==> src/include/rename_settings.svh <==
`ifndef RENAME_SETTINGS_SVH
`define RENAME_SETTINGS_SVH

// ==============================
// register file sizes
// ==============================
`define NUM_PR   64
`define NUM_AR   32
`define NUM_FL   (`NUM_PR - `NUM_AR)

// ==============================
// in-flight window and zero register
// ==============================
`define NUM_ROB  16
`define ZERO_REG 0
`define ZERO_PR  0

`endif
==> src/rtl/rename_pkg.sv <==
`include "rename_settings.svh"

package rename_pkg;

  typedef logic [$clog2(`NUM_AR)-1:0]  ar_idx_t;
  typedef logic [$clog2(`NUM_PR)-1:0]  pr_idx_t;
  typedef logic [$clog2(`NUM_FL)-1:0]  fl_idx_t;
  typedef logic [$clog2(`NUM_ROB)-1:0] rob_idx_t;

  // ==============================
  // instruction word views
  // ==============================
  typedef struct packed {
    logic [6:0] funct7;
    ar_idx_t    rs2;
    ar_idx_t    rs1;
    logic [2:0] funct3;
    ar_idx_t    rd;
    logic [6:0] opcode;
  } r_fmt_t;

  typedef struct packed {
    logic [11:0] imm;                 // covers the rs2 field of the register format
    ar_idx_t     rs1;
    logic [2:0]  funct3;
    ar_idx_t     rd;
    logic [6:0]  opcode;
  } i_fmt_t;

  // decode picks the view by opcode
  typedef union packed {
    r_fmt_t r;
    i_fmt_t i;
  } inst_word_t;

endpackage

==> src/rtl/rename_top.sv <==
module rename_top
  import rename_pkg::*;
(
  input  logic       clock,
  input  logic       reset,
  input  logic       inst_valid,
  input  inst_word_t inst,
  input  logic       retire_en,
  input  logic       rollback_en,
  output logic       ren_valid,
  output pr_idx_t    dest_pr,
  output pr_idx_t    src1_pr,
  output pr_idx_t    src2_pr,
  output pr_idx_t    told_pr,
  output logic       stall
);

  logic    dec_valid;
  ar_idx_t dec_dest;
  ar_idx_t dec_src1;
  ar_idx_t dec_src2;
  pr_idx_t t_idx;
  pr_idx_t map_src1_pr;
  pr_idx_t map_src2_pr;
  pr_idx_t map_told;
  fl_idx_t alloc_tail;
  logic    free_low;
  logic    retire_valid;
  ar_idx_t retire_dest;
  pr_idx_t retire_t;
  pr_idx_t retire_told;
  fl_idx_t rollback_idx;
  logic    rob_near_full;

  inst_decode u_decode (
    .clock, .reset, .inst_valid, .inst, .rollback_en,
    .dec_valid, .dec_dest, .dec_src1, .dec_src2
  );

  map_table u_map (
    .clock, .reset, .rollback_en, .dec_valid, .dec_dest, .dec_src1, .dec_src2, .t_idx,
    .retire_valid, .retire_dest, .retire_t,
    .src1_pr(map_src1_pr), .src2_pr(map_src2_pr), .told(map_told)
  );

  free_list u_free (
    .clock, .reset, .dec_valid, .dec_dest, .retire_valid, .retire_told,
    .rollback_en, .rollback_idx, .t_idx, .alloc_tail, .free_low
  );

  reorder_buffer u_rob (
    .clock, .reset, .dec_valid, .dec_dest, .t_idx, .told(map_told), .alloc_tail,
    .retire_en, .rollback_en, .retire_valid, .retire_dest, .retire_t, .retire_told,
    .rollback_idx, .rob_near_full
  );

  // ==============================
  // rename output stage
  // ==============================
  always_ff @(posedge clock) begin
    if (reset) begin
      ren_valid <= 1'b0;
    end else begin
      ren_valid <= dec_valid && !rollback_en;      // flushed renames never show up
    end
  end

  always_ff @(posedge clock) begin
    dest_pr <= t_idx;
    src1_pr <= map_src1_pr;
    src2_pr <= map_src2_pr;
    told_pr <= map_told;
  end

  assign stall = free_low || rob_near_full;        // leaves room for the word already in decode

endmodule

==> src/rtl/reorder_buffer.sv <==
`include "rename_settings.svh"

module reorder_buffer
  import rename_pkg::*;
(
  input  logic    clock,
  input  logic    reset,
  input  logic    dec_valid,
  input  ar_idx_t dec_dest,
  input  pr_idx_t t_idx,
  input  pr_idx_t told,
  input  fl_idx_t alloc_tail,
  input  logic    retire_en,
  input  logic    rollback_en,
  output logic    retire_valid,
  output ar_idx_t retire_dest,
  output pr_idx_t retire_t,
  output pr_idx_t retire_told,
  output fl_idx_t rollback_idx,
  output logic    rob_near_full
);

  localparam int unsigned CNT_W = $clog2(`NUM_ROB + 1);

  ar_idx_t          dest_mem [`NUM_ROB];
  pr_idx_t          t_mem    [`NUM_ROB];
  pr_idx_t          told_mem [`NUM_ROB];
  fl_idx_t          tail_mem [`NUM_ROB];
  rob_idx_t         head;
  rob_idx_t         tail;
  logic [CNT_W-1:0] count;
  logic             empty;
  logic             push;
  logic             pop;

  assign empty = count == '0;
  assign push  = dec_valid && !rollback_en;
  assign pop   = retire_en && !empty && !rollback_en;   // a flush beats a retire

  assign retire_valid = pop;
  assign retire_dest  = dest_mem[head];
  assign retire_t     = t_mem[head];
  assign retire_told  = told_mem[head];

  // oldest unretired entry holds the tail it saw before allocating
  assign rollback_idx  = empty ? alloc_tail : tail_mem[head];
  assign rob_near_full = count > (`NUM_ROB - 2);

  // ==============================
  // pointers and occupancy
  // ==============================
  always_ff @(posedge clock) begin
    if (reset || rollback_en) begin
      head  <= '0;
      tail  <= '0;
      count <= '0;
    end else begin
      if (push) begin
        tail <= tail + 1'b1;
      end
      if (pop) begin
        head <= head + 1'b1;
      end
      if (push && !pop) begin
        count <= count + 1'b1;
      end else if (pop && !push) begin
        count <= count - 1'b1;
      end
    end
  end

  always_ff @(posedge clock) begin
    if (push) begin
      dest_mem[tail] <= dec_dest;
      t_mem[tail]    <= t_idx;
      told_mem[tail] <= told;
      tail_mem[tail] <= alloc_tail;
    end
  end

  // back-pressure from the top must stop renames before the buffer fills
  a_no_push_when_full : assert property (
    @(posedge clock) disable iff (reset) push |-> count != CNT_W'(`NUM_ROB));

endmodule

==> src/rtl/free_list.sv <==
`include "rename_settings.svh"

module free_list
  import rename_pkg::*;
(
  input  logic    clock,
  input  logic    reset,
  input  logic    dec_valid,
  input  ar_idx_t dec_dest,
  input  logic    retire_valid,
  input  pr_idx_t retire_told,
  input  logic    rollback_en,
  input  fl_idx_t rollback_idx,
  output pr_idx_t t_idx,
  output fl_idx_t alloc_tail,
  output logic    free_low
);

  localparam int unsigned CNT_W = $clog2(`NUM_FL + 1);

  pr_idx_t          fl_table [`NUM_FL];
  fl_idx_t          head;
  fl_idx_t          tail;
  logic [CNT_W-1:0] free_cnt;
  logic             alloc;
  logic             recycle;

  assign alloc   = dec_valid && dec_dest != `ZERO_REG && !rollback_en;
  assign recycle = retire_valid && retire_told != `ZERO_PR;

  assign t_idx      = (dec_dest == `ZERO_REG) ? pr_idx_t'(`ZERO_PR) : fl_table[tail];
  assign alloc_tail = tail;                        // saved in the rob as the rollback point
  assign free_low   = free_cnt < 2;

  always_ff @(posedge clock) begin
    if (reset) begin
      head     <= '0;
      tail     <= '0;
      free_cnt <= CNT_W'(`NUM_FL);
      for (int i = 0; i < `NUM_FL; i++) begin
        fl_table[i] <= pr_idx_t'(i + `NUM_AR);
      end
    end else begin
      if (recycle) begin
        fl_table[head] <= retire_told;
        head           <= head + 1'b1;
      end
      if (rollback_en) begin
        tail     <= rollback_idx;
        free_cnt <= CNT_W'(`NUM_FL);                // nothing stays in flight after a flush
      end else begin
        if (alloc) begin
          tail <= tail + 1'b1;
        end
        if (alloc && !recycle) begin
          free_cnt <= free_cnt - 1'b1;
        end else if (recycle && !alloc) begin
          free_cnt <= free_cnt + 1'b1;
        end
      end
    end
  end

  // stall has to hold the source off before the list runs dry
  a_no_alloc_when_empty : assert property (
    @(posedge clock) disable iff (reset) alloc |-> free_cnt != '0);

endmodule

==> src/rtl/map_table.sv <==
`include "rename_settings.svh"

module map_table
  import rename_pkg::*;
(
  input  logic    clock,
  input  logic    reset,
  input  logic    rollback_en,
  input  logic    dec_valid,
  input  ar_idx_t dec_dest,
  input  ar_idx_t dec_src1,
  input  ar_idx_t dec_src2,
  input  pr_idx_t t_idx,
  input  logic    retire_valid,
  input  ar_idx_t retire_dest,
  input  pr_idx_t retire_t,
  output pr_idx_t src1_pr,
  output pr_idx_t src2_pr,
  output pr_idx_t told
);

  pr_idx_t spec_map [`NUM_AR];
  pr_idx_t arch_map [`NUM_AR];
  logic    spec_wr;
  logic    arch_wr;

  // register zero never gets a new mapping
  assign spec_wr = dec_valid && dec_dest != `ZERO_REG;
  assign arch_wr = retire_valid && retire_dest != `ZERO_REG;

  assign src1_pr = spec_map[dec_src1];
  assign src2_pr = spec_map[dec_src2];
  assign told    = spec_map[dec_dest];             // mapping being replaced, freed at retire

  // ==============================
  // speculative map
  // ==============================
  always_ff @(posedge clock) begin
    if (reset) begin
      for (int i = 0; i < `NUM_AR; i++) begin
        spec_map[i] <= pr_idx_t'(i);
      end
      spec_map[`ZERO_REG] <= pr_idx_t'(`ZERO_PR);
    end else if (rollback_en) begin
      spec_map <= arch_map;                         // back to the last retired state
    end else if (spec_wr) begin
      spec_map[dec_dest] <= t_idx;
    end
  end

  // ==============================
  // architectural map
  // ==============================
  always_ff @(posedge clock) begin
    if (reset) begin
      for (int i = 0; i < `NUM_AR; i++) begin
        arch_map[i] <= pr_idx_t'(i);
      end
      arch_map[`ZERO_REG] <= pr_idx_t'(`ZERO_PR);
    end else if (arch_wr) begin
      arch_map[retire_dest] <= retire_t;
    end
  end

endmodule

==> src/rtl/inst_decode.sv <==
`include "rename_settings.svh"

module inst_decode
  import rename_pkg::*;
(
  input  logic       clock,
  input  logic       reset,
  input  logic       inst_valid,
  input  inst_word_t inst,
  input  logic       rollback_en,
  output logic       dec_valid,
  output ar_idx_t    dec_dest,
  output ar_idx_t    dec_src1,
  output ar_idx_t    dec_src2
);

  localparam logic [6:0] OPC_REG = 7'b0110011;   // register-register alu group

  inst_word_t inst_q;
  logic       valid_q;
  logic       is_reg_fmt;

  always_ff @(posedge clock) begin
    if (reset) begin
      valid_q <= 1'b0;
    end else begin
      valid_q <= inst_valid && !rollback_en;     // a flush also drops the word arriving now
    end
  end

  always_ff @(posedge clock) begin
    inst_q <= inst;
  end

  assign is_reg_fmt = inst_q.r.opcode == OPC_REG;

  assign dec_valid = valid_q;
  assign dec_dest  = inst_q.r.rd;
  assign dec_src1  = inst_q.i.rs1;
  assign dec_src2  = is_reg_fmt ? inst_q.r.rs2 : ar_idx_t'(`ZERO_REG);   // immediate bits otherwise

  // the source may only start issuing once reset has been released
  a_no_inst_in_reset : assert property (@(posedge clock) reset |-> !inst_valid);

endmodule

==> config.mk <==
export PLATFORM = sky130hd
export DESIGN_NAME = rename_top
export DESIGN_NICKNAME = d
export VERILOG_FILES = /design/src/rtl/rename_pkg.sv /design/src/rtl/rename_top.sv /design/src/rtl/reorder_buffer.sv /design/src/rtl/free_list.sv /design/src/rtl/map_table.sv /design/src/rtl/inst_decode.sv
export VERILOG_INCLUDE_DIRS = /design/src /design/src/include
export SDC_FILE = /design/constraint.sdc
export NUM_CORES = 2
export LEC_CHECK = 0
export BUFFER_PORTS_ARGS = -buffer_cell sky130_fd_sc_hd__buf_2
export CORE_MARGIN = 2
export CORE_UTILIZATION = 53
export DETAILED_ROUTE_END_ITERATION = 12
export PLACE_DENSITY = 0.72
export SYNTH_ARGS = -nofsm -noshare
export SYNTH_HDL_FRONTEND = slang
export SYNTH_SLANG_ARGS = --single-unit
export TNS_END_PERCENT = 5
==> constraint.sdc <==
create_clock -name clock -period 3.6 [get_ports clock]
set_input_delay 0.54 -clock clock [delete_from_list [all_inputs] [get_ports clock]]
set_output_delay 0.54 -clock clock [all_outputs]
set_load 0.01 [all_outputs]
==> qor.csv <==
stage,metric,value,unit
status,status,"complete, but fails checks",
status,violations,design-rule violations,
floorplanning,die_x,294,microns
timing,max_freq,0.284,GHz
routing,wl_per_cell,27.0,microns
final_layout,final_util,60.2,%
cts,clock_sinks,1014,
timing,skew,0.0355,ns
global_route,grt_max_degree,254,
power,power,24700,uW
timing,relSlewSlack,25.9,%
routing,drc,1,
routing,num_vias,30600,
yosys,synth-seq-cells,1014,
timing,rsz0062_at_grt,true,
final_layout,fill_cells,6411,
critical_path,worst_setup_path_start_kind,register,
timing,setup-tns-final,0,ns
final_layout,instances_no_fill,4699,
floorplanning,core_area,83400,sq um
critical_path,reg2reg_depth,10,
yosys,synth.top_cell.area_share,36.7,%
place,dp_cells,4480,
yosys,synth_area,44500,sq um
floorplanning,dieArea,86300,sq um
critical_path,worstSetupEndpoint,u_free.fl_table[1][4],
cts,cts_made_buffers,102,
global_route,grt_pass1_wl,189000,microns
place,placed_cell_area,46500,sq um
place,port_buffers,52,
yosys,yosys.area.top_type,edfxtp_1,
routing,routed_wl,127000,microns
yosys,synth_warnings,0,
critical_path,cp_data_arrival_time,3.81,ns
cts,clk_pin_slew,0.07,ns
global_route,gr-total-overflow,0,
cts,htree_levels,3,
cts,cts_root_buf,clkbuf_16,
global_route,grtUsageTotal,29.5,%
yosys,yosysSeqAreaShare,57.9,%
timing,slew_violations,0,
timing,min_period,3.52,ns
timing,worst_pin_slew,1.11,ns
floorplanning,pin_count,63,
floorplanning,start_util,53.3,%
routing,final_antenna_net_count,0,
critical_path,reg2reg_setup_slack,0.08,ns
final_layout,regArea,25800,sq um
yosys,yosysMostFrequentCell,edfxtp_1,
power,powerDensity,492,nW/um^2
yosys,synth_ff_type,edfxtp_1,
min_path,hp-class,input port to register,
critical_path,path_class,register to register,
min_path,holdPathStages,2,
yosys,synth.distinct_cells,57,
global_route,first_global_vias,29300,
critical_path,cp-end-kind,register,
final_layout,nets,3591,
timing,timing.final.crit_share,97.8,%
global_route,antenna_found_initial,4,
critical_path,rr_endpoint,u_free.fl_table[1][4],
final_layout,syn_to_final_growth,12.9,%
power,power.static_leakage,0.0168,uW
place,gp_congestion,1.01,
critical_path,crit_required,3.89,ns
routing,drt-pass1-iter-count,10,
place,hpwlAfterDp,83400,microns
floorplanning,rows,106,
routing,via_per_inst,6.51,
critical_path,crit_fanout,15,
yosys,synth_edf_count,544,
timing,setup_viol,0,
cts,cts_buffer_depth,3,
yosys,synth_commonest_cells,"544 x edfxtp_1, 470 x dfxtp_1, 313 x nand2_1",
cts,tritoncts,yes,
yosys,syn_avg_cell_area,12.9,sq um
yosys,synthArstFlopShare,0,%
cts,clkLatencyLatePin,0.70,ns
job,drv_cap,0,
final_layout,multi_input_area,17600,sq um
yosys,synthCells,3446,
yosys,yosys-top-cells-area,"edfxtp_1 37%, dfxtp_1 21%, mux4_2 15%, mux2i_1 3.6%, a21oi_1 3.0%",
final_layout,drive_gt1_share,21.5,%
routing,drt_first_iter_violations,3987,
power,ir_drop,0.490,mV
timing,finalHoldViolations,0,
final_layout,stdcell_area,50200,sq um
floorplanning,die_y,294,microns
yosys,syn_nets,3504,
final_layout,antenna_cells,0,
worst min-delay path by stage:
stage | slack [ns] | end | startpoint
floorplan | 0.44 | u_map.arch_map[122] | u_map.arch_map[122]
global placement | 0.44 | u_map.arch_map[149] | u_map.arch_map[149]
detailed placement | 0.45 | u_map.arch_map[38] | u_map.arch_map[38]
CTS | 0.11 | u_decode.dec_valid | inst_valid
global route | 0.12 | u_decode.dec_valid | inst_valid
finish | 0.14 | u_decode.dec_valid | inst_valid
cell usage in the layout, fill, tap and decap left out, types with 7 or more instances in the layout:
master / instances
ha_1: 18
clkbuf_1: 28
clkbuf_8: 19
mux4_2: 296
buf_12: 17
and2_1: 27
or3_1: 7
nor3b_1: 33
a21oi_1: 269
nor2_1: 277
o21ai_0: 158
inv_1: 23
nand2_1: 308
mux4_1: 9
buf_4: 163
mux2i_1: 159
nand2b_1: 17
nand4_1: 14
and3_1: 36
dlygate4sd3_1: 22
nand3b_1: 54
edfxtp_1: 544
buf_2: 50
a22oi_1: 34
dfxtp_1: 461
clkbuf_16: 107
nor3_1: 92
xor2_1: 10
clkinv_2: 14
nand3_1: 28
nor2b_1: 26
o21bai_1: 32
mux2_2: 46
o22ai_1: 111
per-layer routing:
layer / global-route usage (%) / vias up / routed length (microns)
met3: 7.29 / 318 / 15600
met5: 0 / - / 55
met2: 44.2 / 1836 / 56500
met4: 11.7 / 8 / 5310
met1: 41.6 / 15200 / 49400
li1: - / 13200 / -
registers in the layout, summed over array words and instances, names as in the netlist, named ones only:
name,cells
src2_pr,6
told_pr,6
u_rob.dest_mem,80
u_rob.told_mem,96
u_free.alloc_tail,5
dest_pr,6
src1_pr,6
u_rob.tail,4
u_map.spec_map,192
u_free.fl_table,192
u_decode.dec_valid,1
ren_valid,1
u_rob.tail_mem,80
u_map.arch_map,192
u_free.head,5
u_decode.inst_q,22
u_rob.t_mem,96
u_rob.count,5
u_rob.head,4
u_free.free_cnt,6
worst max-delay path: stages, from the launching register on:
cell      delay [ns]
dfxtp_4         0.35
buf_4           0.16
buf_4           0.14
mux2_2          0.21
o221ai_1        0.15
o21ai_0         0.35
nor2_1          0.15
a31oi_1         0.27
buf_4           0.25
nand2_1         0.30
o21bai_1        0.77
logic make-up after synthesis:
group,share of synthesized area (%)
xor gates and xnor gates,0.315
buffers and inverters,2.78
and+or+nand+nor,10.1
AOI/OAI and AO/OA,8.03
DFF,57.9
muxes,20.3
adders and majority gates,0.624
where the power goes:
| part | internal, uW | total (uW) | switching [uW] | leakage, uW |
|---|---|---|---|---|
| clock | 6070 | 10600 | 4540 | 0.00165 |
| sequential | 12400 | 12500 | 161 | 0.00860 |
| combinational | 571 | 1580 | 1010 | 0.00658 |
through the flow:
| stage | hold slack [ns] | setup slack (ns) |
|---|---|---|
| 2_1_floorplan | 0.437 | 0.0130 |
| 3_3_place_gp | 0.445 | 0.0285 |
| 3_5_place_dp | 0.452 | 0.0127 |
| 4_1_cts | 0.106 | 0.0109 |
| 5_1_grt | 0.119 | -0.177 |
| 6_report | 0.137 | 0.0792 |
layout make-up:
type / instances / share of cell area (%)
Clock inverter: 36 / 0.616
Multi-Input combinational cell: 2137 / 35.0
Tap cell: 1080 / 2.69
Sequential cell: 1014 / 51.3
Timing Repair Buffer: 255 / 4.14
Inverter: 23 / 0.172
Clock buffer: 154 / 6.06
repair_timing:
action,in CTS,in global routing
endpoints found under the hold margin,22,0
resized for setup,1,14
pin swaps,0,4
endpoints found under the setup margin,9,35
buffers inserted,0,7
hold buffers,22,0
No activity file was read; power rests on OpenSTA's default activity.
